`src/exu_pkg.sv`:
```
package exu_pkg;

    localparam int op_w = 5;

    // single-cycle opcodes
    localparam logic [op_w-1:0] op_add    = 5'd0;
    localparam logic [op_w-1:0] op_sub    = 5'd1;
    localparam logic [op_w-1:0] op_pass_a = 5'd2;
    localparam logic [op_w-1:0] op_pass_b = 5'd3;
    localparam logic [op_w-1:0] op_xor    = 5'd4;
    localparam logic [op_w-1:0] op_or     = 5'd5;
    localparam logic [op_w-1:0] op_and    = 5'd6;
    localparam logic [op_w-1:0] op_sll    = 5'd7;
    localparam logic [op_w-1:0] op_srl    = 5'd8;
    localparam logic [op_w-1:0] op_sra    = 5'd9;
    localparam logic [op_w-1:0] op_slt    = 5'd10;
    localparam logic [op_w-1:0] op_sltu   = 5'd11;
    localparam logic [op_w-1:0] op_eq     = 5'd12;
    localparam logic [op_w-1:0] op_ge     = 5'd13;  // signed a >= b
    localparam logic [op_w-1:0] op_geu    = 5'd14;

    // multi-cycle opcodes, handled by the iterative units
    localparam logic [op_w-1:0] op_mul    = 5'd15;
    localparam logic [op_w-1:0] op_div    = 5'd16;
    localparam logic [op_w-1:0] op_divu   = 5'd17;
    localparam logic [op_w-1:0] op_rem    = 5'd18;
    localparam logic [op_w-1:0] op_remu   = 5'd19;

    // operand a source
    localparam logic [1:0] sel_a_pc  = 2'd0;
    localparam logic [1:0] sel_a_rs1 = 2'd1;

    // operand b source
    localparam logic [1:0] sel_b_imm = 2'd0;
    localparam logic [1:0] sel_b_rs2 = 2'd1;
    localparam logic [1:0] sel_b_csr = 2'd2;  // 2'd3 falls back to imm

endpackage

```
`src/exu_operand_mux.sv`:
```
`timescale 1ns/100ps

module exu_operand_mux import exu_pkg::*; #(
    parameter int XLEN = 64
) (
    input  logic [1:0]      sel_a,
    input  logic [1:0]      sel_b,
    input  logic            word32,
    input  logic [XLEN-1:0] pc,
    input  logic [XLEN-1:0] rs1,
    input  logic [XLEN-1:0] rs2,
    input  logic [XLEN-1:0] csr,
    input  logic [XLEN-1:0] imm,
    output logic [XLEN-1:0] op_a,
    output logic [XLEN-1:0] op_b
);

    logic [XLEN-1:0] rs1_ext;

    // word ops see only the low half of rs1
    assign rs1_ext = word32 ? XLEN'(rs1[31:0]) : rs1;

    assign op_a = (sel_a == sel_a_rs1) ? rs1_ext : pc;

    always_comb begin
        case (sel_b)
            sel_b_rs2: op_b = rs2;
            sel_b_csr: op_b = csr;
            default:   op_b = imm;  // sel_b_imm and unused code
        endcase
    end

endmodule

```
`src/exu_int_alu.sv`:
```
`timescale 1ns/100ps

module exu_int_alu import exu_pkg::*; #(
    parameter int XLEN = 64
) (
    input  logic [op_w-1:0] op,
    input  logic            word32,
    input  logic [XLEN-1:0] op_a,
    input  logic [XLEN-1:0] op_b,
    output logic [XLEN-1:0] alu_res
);

    localparam int SH_W = $clog2(XLEN);

    logic [SH_W-1:0] shamt;
    logic [31:0]     sra_word;
    logic            lt_s;
    logic            lt_u;

    assign shamt = op_b[SH_W-1:0];
    assign lt_s  = $signed(op_a) < $signed(op_b);
    assign lt_u  = op_a < op_b;

    // 32-bit arithmetic shift for word mode, zero-filled above
    assign sra_word = $signed(op_a[31:0]) >>> shamt;

    always_comb begin
        case (op)
            op_add:    alu_res = op_a + op_b;
            op_sub:    alu_res = op_a - op_b;
            op_pass_a: alu_res = op_a;
            op_pass_b: alu_res = op_b;
            op_xor:    alu_res = op_a ^ op_b;
            op_or:     alu_res = op_a | op_b;
            op_and:    alu_res = op_a & op_b;
            op_sll:    alu_res = op_a << shamt;
            op_srl:    alu_res = op_a >> shamt;
            op_sra: begin
                if (word32) begin
                    alu_res = XLEN'(sra_word);
                end else begin
                    alu_res = $signed(op_a) >>> shamt;
                end
            end
            op_slt:    alu_res = XLEN'(lt_s);
            op_sltu:   alu_res = XLEN'(lt_u);
            op_eq:     alu_res = XLEN'(op_a == op_b);
            op_ge:     alu_res = XLEN'(!lt_s);
            op_geu:    alu_res = XLEN'(!lt_u);
            default:   alu_res = '0;  // mul/div go to the iterative units
        endcase
    end

endmodule

```
`src/exu_multiplier.sv`:
```
`timescale 1ns/100ps

module exu_multiplier #(
    parameter int XLEN = 64
) (
    input  logic            clk,
    input  logic            rst_n,
    input  logic            mul_start,
    input  logic            flush,
    input  logic [XLEN-1:0] op_a,
    input  logic [XLEN-1:0] op_b,
    output logic            mul_done,
    output logic [XLEN-1:0] mul_res
);

    localparam int CNT_W = $clog2(XLEN);

    logic             running;
    logic [CNT_W-1:0] cnt;      // bits consumed so far
    logic [XLEN-1:0]  mcand;    // shifts left each step
    logic [XLEN-1:0]  mplier;   // shifts right each step
    logic [XLEN-1:0]  acc;

    always_ff @(posedge clk) begin
        if (!rst_n) begin
            running  <= 1'b0;
            cnt      <= '0;
            mul_done <= 1'b0;
        end else begin
            mul_done <= 1'b0;
            if (flush) begin
                running <= 1'b0;
            end else if (mul_start) begin
                running <= 1'b1;
                cnt     <= '0;
            end else if (running) begin
                cnt <= cnt + 1'b1;
                if (cnt == CNT_W'(XLEN - 1)) begin  // last bit this edge
                    running  <= 1'b0;
                    mul_done <= 1'b1;
                end
            end
        end
    end

    // shift-add datapath, only the low XLEN bits are kept
    always_ff @(posedge clk) begin
        if (mul_start) begin
            mcand  <= op_a;
            mplier <= op_b;
            acc    <= '0;
        end else if (running) begin
            if (mplier[0]) begin
                acc <= acc + mcand;
            end
            mcand  <= mcand << 1;
            mplier <= mplier >> 1;
        end
    end

    assign mul_res = acc;

endmodule

```
`src/exu_divider.sv`:
```
`timescale 1ns/100ps

module exu_divider #(
    parameter int XLEN = 64
) (
    input  logic            clk,
    input  logic            rst_n,
    input  logic            div_start,
    input  logic            flush,
    input  logic            div_signed,
    input  logic [XLEN-1:0] op_a,
    input  logic [XLEN-1:0] op_b,
    output logic            div_done,
    output logic [XLEN-1:0] quot,
    output logic [XLEN-1:0] rem
);

    localparam int CNT_W = $clog2(XLEN);

    logic             running;
    logic             fixing;   // sign fix cycle after the loop
    logic [CNT_W-1:0] cnt;
    logic [XLEN-1:0]  divisor;
    logic [XLEN-1:0]  q_r;      // dividend shifts out, quotient shifts in
    logic [XLEN-1:0]  r_r;      // partial remainder
    logic             neg_q;
    logic             neg_r;
    logic [XLEN-1:0]  a_mag;
    logic [XLEN-1:0]  b_mag;
    logic [XLEN:0]    shifted;
    logic [XLEN:0]    diff;

    assign a_mag = (div_signed && op_a[XLEN-1]) ? -op_a : op_a;
    assign b_mag = (div_signed && op_b[XLEN-1]) ? -op_b : op_b;

    assign shifted = {r_r, q_r[XLEN-1]};
    assign diff    = shifted - {1'b0, divisor};  // msb set means no subtract

    always_ff @(posedge clk) begin
        if (!rst_n) begin
            running  <= 1'b0;
            fixing   <= 1'b0;
            cnt      <= '0;
            div_done <= 1'b0;
        end else begin
            div_done <= 1'b0;
            if (flush) begin
                running <= 1'b0;
                fixing  <= 1'b0;
            end else if (div_start) begin
                running <= 1'b1;
                cnt     <= '0;
            end else if (running) begin
                cnt <= cnt + 1'b1;
                if (cnt == CNT_W'(XLEN - 1)) begin
                    running <= 1'b0;
                    fixing  <= 1'b1;
                end
            end else if (fixing) begin
                fixing   <= 1'b0;
                div_done <= 1'b1;
            end
        end
    end

    always_ff @(posedge clk) begin
        if (div_start) begin
            divisor <= b_mag;
            q_r     <= a_mag;
            r_r     <= '0;
            // divide by zero keeps the all-ones quotient unsigned
            neg_q   <= div_signed && (op_a[XLEN-1] ^ op_b[XLEN-1]) && (|op_b);
            neg_r   <= div_signed && op_a[XLEN-1];
        end else if (running) begin
            if (!diff[XLEN]) begin
                r_r <= diff[XLEN-1:0];
                q_r <= {q_r[XLEN-2:0], 1'b1};
            end else begin
                r_r <= shifted[XLEN-1:0];
                q_r <= {q_r[XLEN-2:0], 1'b0};
            end
        end else if (fixing) begin
            if (neg_q) q_r <= -q_r;
            if (neg_r) r_r <= -r_r;  // remainder takes the dividend sign
        end
    end

    assign quot = q_r;
    assign rem  = r_r;

endmodule

```
`src/exu_ctrl.sv`:
```
`timescale 1ns/100ps

module exu_ctrl import exu_pkg::*; #(
    parameter int XLEN = 64
) (
    input  logic            clk,
    input  logic            rst_n,
    input  logic            issue,
    input  logic            flush,
    input  logic [op_w-1:0] op,
    input  logic [XLEN-1:0] alu_res,
    input  logic            mul_done,
    input  logic [XLEN-1:0] mul_res,
    input  logic            div_done,
    input  logic [XLEN-1:0] quot,
    input  logic [XLEN-1:0] rem,
    output logic            mul_start,
    output logic            div_start,
    output logic            div_signed,
    output logic [XLEN-1:0] res,
    output logic            busy
);

    logic is_mul;
    logic is_div;
    logic accept;
    logic div_rem_sel;  // 1 returns the remainder
    logic unit_done;

    assign is_mul = (op == op_mul);
    assign is_div = (op == op_div) || (op == op_divu) ||
                    (op == op_rem) || (op == op_remu);

    // issue while busy is dropped, flush wins over issue
    assign accept    = issue && !busy && !flush;
    assign unit_done = busy && (mul_done || div_done);

    always_ff @(posedge clk) begin
        if (!rst_n) begin
            busy        <= 1'b0;
            mul_start   <= 1'b0;
            div_start   <= 1'b0;
            div_signed  <= 1'b0;
            div_rem_sel <= 1'b0;
            res         <= '0;
        end else begin
            mul_start <= 1'b0;  // strobes last one cycle
            div_start <= 1'b0;
            if (flush) begin
                busy <= 1'b0;   // res keeps its old value
            end else if (accept) begin
                if (is_mul) begin
                    busy      <= 1'b1;
                    mul_start <= 1'b1;
                end else if (is_div) begin
                    busy        <= 1'b1;
                    div_start   <= 1'b1;
                    div_signed  <= (op == op_div) || (op == op_rem);
                    div_rem_sel <= (op == op_rem) || (op == op_remu);
                end else begin
                    res <= alu_res;  // single-cycle result
                end
            end else if (unit_done) begin
                busy <= 1'b0;
                if (mul_done) begin
                    res <= mul_res;
                end else begin
                    res <= div_rem_sel ? rem : quot;
                end
            end
        end
    end

endmodule

```
`src/exu_top.sv`:
```
`timescale 1ns/100ps

module exu_top import exu_pkg::*; #(
    parameter int XLEN = 64
) (
    input  logic            clk,
    input  logic            rst_n,
    input  logic            issue,
    input  logic            flush,
    input  logic [op_w-1:0] op,
    input  logic [1:0]      sel_a,
    input  logic [1:0]      sel_b,
    input  logic            word32,
    input  logic [XLEN-1:0] pc,
    input  logic [XLEN-1:0] rs1,
    input  logic [XLEN-1:0] rs2,
    input  logic [XLEN-1:0] csr,
    input  logic [XLEN-1:0] imm,
    output logic [XLEN-1:0] res,
    output logic            busy
);

    logic [XLEN-1:0] op_a;
    logic [XLEN-1:0] op_b;
    logic [XLEN-1:0] alu_res;
    logic            mul_start;
    logic            mul_done;
    logic [XLEN-1:0] mul_res;
    logic            div_start;
    logic            div_signed;
    logic            div_done;
    logic [XLEN-1:0] quot;
    logic [XLEN-1:0] rem;

    exu_operand_mux #(.XLEN(XLEN)) u_operand_mux (
        .sel_a  (sel_a),
        .sel_b  (sel_b),
        .word32 (word32),
        .pc     (pc),
        .rs1    (rs1),
        .rs2    (rs2),
        .csr    (csr),
        .imm    (imm),
        .op_a   (op_a),
        .op_b   (op_b)
    );

    exu_int_alu #(.XLEN(XLEN)) u_int_alu (
        .op      (op),
        .word32  (word32),
        .op_a    (op_a),
        .op_b    (op_b),
        .alu_res (alu_res)
    );

    exu_multiplier #(.XLEN(XLEN)) u_multiplier (
        .clk       (clk),
        .rst_n     (rst_n),
        .mul_start (mul_start),
        .flush     (flush),
        .op_a      (op_a),
        .op_b      (op_b),
        .mul_done  (mul_done),
        .mul_res   (mul_res)
    );

    exu_divider #(.XLEN(XLEN)) u_divider (
        .clk        (clk),
        .rst_n      (rst_n),
        .div_start  (div_start),
        .flush      (flush),
        .div_signed (div_signed),
        .op_a       (op_a),
        .op_b       (op_b),
        .div_done   (div_done),
        .quot       (quot),
        .rem        (rem)
    );

    exu_ctrl #(.XLEN(XLEN)) u_ctrl (
        .clk        (clk),
        .rst_n      (rst_n),
        .issue      (issue),
        .flush      (flush),
        .op         (op),
        .alu_res    (alu_res),
        .mul_done   (mul_done),
        .mul_res    (mul_res),
        .div_done   (div_done),
        .quot       (quot),
        .rem        (rem),
        .mul_start  (mul_start),
        .div_start  (div_start),
        .div_signed (div_signed),
        .res        (res),
        .busy       (busy)
    );

endmodule

```
`config.mk`:
```
export PLATFORM = sky130hd
export DESIGN_NAME = exu_top
export DESIGN_NICKNAME = d
export VERILOG_FILES = /design/src/exu_pkg.sv /design/src/exu_operand_mux.sv /design/src/exu_int_alu.sv /design/src/exu_multiplier.sv /design/src/exu_divider.sv /design/src/exu_ctrl.sv /design/src/exu_top.sv
export SDC_FILE = /design/constraint.sdc
export NUM_CORES = 2
export LEC_CHECK = 0
export BUFFER_PORTS_ARGS = -buffer_cell sky130_fd_sc_hd__buf_2
export CAP_MARGIN = 20
export CORE_MARGIN = 2
export CORE_UTILIZATION = 27
export DETAILED_ROUTE_END_ITERATION = 8
export SYNTH_ARGS = -nofsm -noshare
export SYNTH_HDL_FRONTEND = slang
export SYNTH_SLANG_ARGS = --single-unit
export TNS_END_PERCENT = 5
```
`constraint.sdc`:
```
create_clock -name clk -period 19.8 [get_ports clk]
set_input_delay 2.97 -clock clk [delete_from_list [all_inputs] [get_ports clk]]
set_output_delay 2.97 -clock clk [all_outputs]
set_load 0.05 [all_outputs]
```
==> qor.csv <==
metric;value;unit
outcome;finished clean;
Yosys reg bits;472;
DRT iter0 DRCs;10750;
buffers added on ports;398;
unique cell type count in the Yosys netlist;124;
final hold viol count;0;
clk sinks;472;
final cycle utilization of the critical path;47.56;%
root buf cell;clkbuf_16;
via count;67870;
number of global-route vias before repair;61690;
post-CTS resize count;0;
Area Overhead vs Synth;13.30;%
CTS tree;built;
dpl cells;10430;
metal2 WL;152.9;mm
min-delay worst type;flop to flop;
max cap viols;0;
commonest non-fill, non-tap cell in the layout;a21oi_1;
Leak;25.61;nW
first-pass GRT wire length;525.1;mm
slew at the pin closest to its max-slew limit;1.403;ns
total grt overflow;0;
R2R cell count;16;
crit end category;flop;
Starting Density;27.13;%
Worst setup SP type;input pin;
share of layout cells above drive strength 1;13.14;%
total track usage;34.92;%
initial antenna violation count;85;
fmax;106.2;MHz
Hold Path Cell Cnt;2;
# Post-CTS Setup Buffers;0;
Worst-path clk slew;0.06;ns
RSZ-0062 raised after global routing;no;
# rows;168;
number of remaining DRC errors;0;
dpl hpwl;308.9;mm
post-route setup TNS;0;ns
sequential share of the synthesized area;21.21;%
Cell Area, Synth;56740;um2
WL per Instance;37.11;um
Setup Skew;0.03332;ns
Post-synth EDFFs;258;
die width;462.4;um
ys flop type;edfxtp_1;
die span in y;462.4;um
most frequent cells in the layout;a21oi_1, nand2_1, nor2_1;
Pwr Density;76.16;nW/um2
CP Class;input pin to flop;
final core utilization;30.74;%
routed wire length;393.9;mm
fin cells;10610;
met1 wire length;148.2;mm
Final Max Tran Viols;0;
nets;8318;
Placer Congestion;1.154;
Async S/R FF share, synth;0;%
Final setup violation count;0;
cells after synthesis;7556;
wire length on met3;52.78;mm
die area;213800;um2
Highest Signal Layer;met5;
Num CTS Buffers;66;
Slew HR;5.827;%
Period minus WS final;9.417;ns
WP data arrival;10.02;ns
# IOs;399;
ANT nets after route;0;
clk buf depth;3;
hold_buf cts;0;
synthesized net count;8166;
Via density;6.394;
clk_lat worst skew;0.74;ns
largest net degree at the start of global routing;169;
DRT Pass-1 Iters;8;
synth warn;0;
R2R Setup Slk;14.32;ns
CP Max Fanout;45;
Syn Area/Cell;7.509;um2
H-tree levels;3;
worst vdd ir;0.06493;mV
WP data required;20.40;ns
core area;209200;um2
==> cell usage after synthesis, types with 143 or more instances <==
master	instances	area, um2
xnor2_1	269	2356
a21o_1	143	1074
dfxtp_1	214	4284
nand2_1	752	2823
nor3_1	162	810.8
nor2_1	744	2793
clkbuf_1	366	1374
ha_1	273	3416
nand3_1	153	765.7
a21oi_1	821	4109
o21ai_0	527	2638
mux2i_1	477	4775
edfxtp_1	258	7747
inv_1	301	1130
==> registers in the layout, indices dropped and copies added (netlist names), 6 cells and up <==
signal / flops
u_ctrl.res: 64
u_divider.cnt: 6
u_divider.divisor: 64
u_divider.quot: 64
u_divider.rem: 64
u_multiplier.cnt: 6
u_multiplier.mcand: 64
u_multiplier.mplier: 64
u_multiplier.mul_res: 64
==> worst paths after layout <==
path | startpoint | endpoint
hold reg to reg | u_multiplier.mul_res[58]$_SDFFE_PP0P_ | u_multiplier.mul_res[58]$_SDFFE_PP0P_
setup / recovery | sel_a[0] | u_ctrl.res[62]$_SDFFE_PN0P_
hold / removal | u_multiplier.mul_res[58]$_SDFFE_PP0P_ | u_multiplier.mul_res[58]$_SDFFE_PP0P_
setup reg to reg | u_divider.divisor[0]$_DFFE_PP_ | u_divider.quot[0]$_DFFE_PP_
==> kinds of logic (layout without fill, tap and decap cells) <==
logic type                 Yosys count  after routing  share of synthesized area, %
AOI/OAI and AO/OA                 2586           2586                         29.50
and+or+nand+nor                   2385           2385                         19.78
buffers and inverters              858           1062                         6.237
muxes                              589            589                         11.13
DFF                                472            472                         21.21
xor gates and xnor gates           390            390                         6.021
adders and majority gates          276            276                         6.126
other                                0             49                             0
==> worst max-delay path, stage by stage <==
cell and delay (ns):
buf_2 0.08, buf_4 0.39, nor2b_4 0.44, buf_4 0.43
mux2i_4 0.49, inv_1 0.27, ha_1 0.32, ha_1 0.21
nor2_1 0.22, o21ai_0 0.21, a311oi_1 1.00, o31a_1 0.42
o31a_1 0.33, o31ai_1 0.14, buf_4 0.19, a41oi_1 0.49
o21ai_0 0.48, a31oi_1 0.36, nor3_1 0.07, nor4_1 0.37
a211oi_2 0.05
==> cell type report <==
cell class                      count  area [um2]
Timing Repair Buffer              623        3761
Multi-Input combinational cell   6226       41410
Inverter                          319        1211
Tap cell                         2805        3510
Clock inverter                     24       341.6
Antenna cell                       49       122.6
Sequential cell                   472       12050
Clock buffer                       96        1878
Fill cell                       22660      144900
==> per-layer routing <==
metal  GRT usage (%)  vias up
met5               0        -
met4           28.57       36
met3           15.18     1316
met2           47.80     5138
met1           41.87    32960
li1                -    28420
==> where the power goes <==
| group | internal [mW] | switching, mW |
|---|---|---|
| clock network | 0.743 | 0.551 |
| logic | 0.715 | 1.71 |
| registers | 1.07 | 0.109 |
==> metrics by stage <==
stage / setup slack (ns) / power [mW] / hold slack, ns / instance area (um2)
after floorplan: 10.94 / 2.528 / 0.4494 / 56740
after global placement: 10.12 / 3.458 / 0.4636 / 61700
after detailed placement: 9.997 / 3.454 / 0.4675 / 61800
after CTS: 10.70 / 4.747 / 0.4755 / 64020
after global routing: 10.48 / 4.986 / 0.5068 / 64190
final: 10.38 / 4.896 / 0.4754 / 64280
Note: power is estimated with default switching activity, not from simulation.
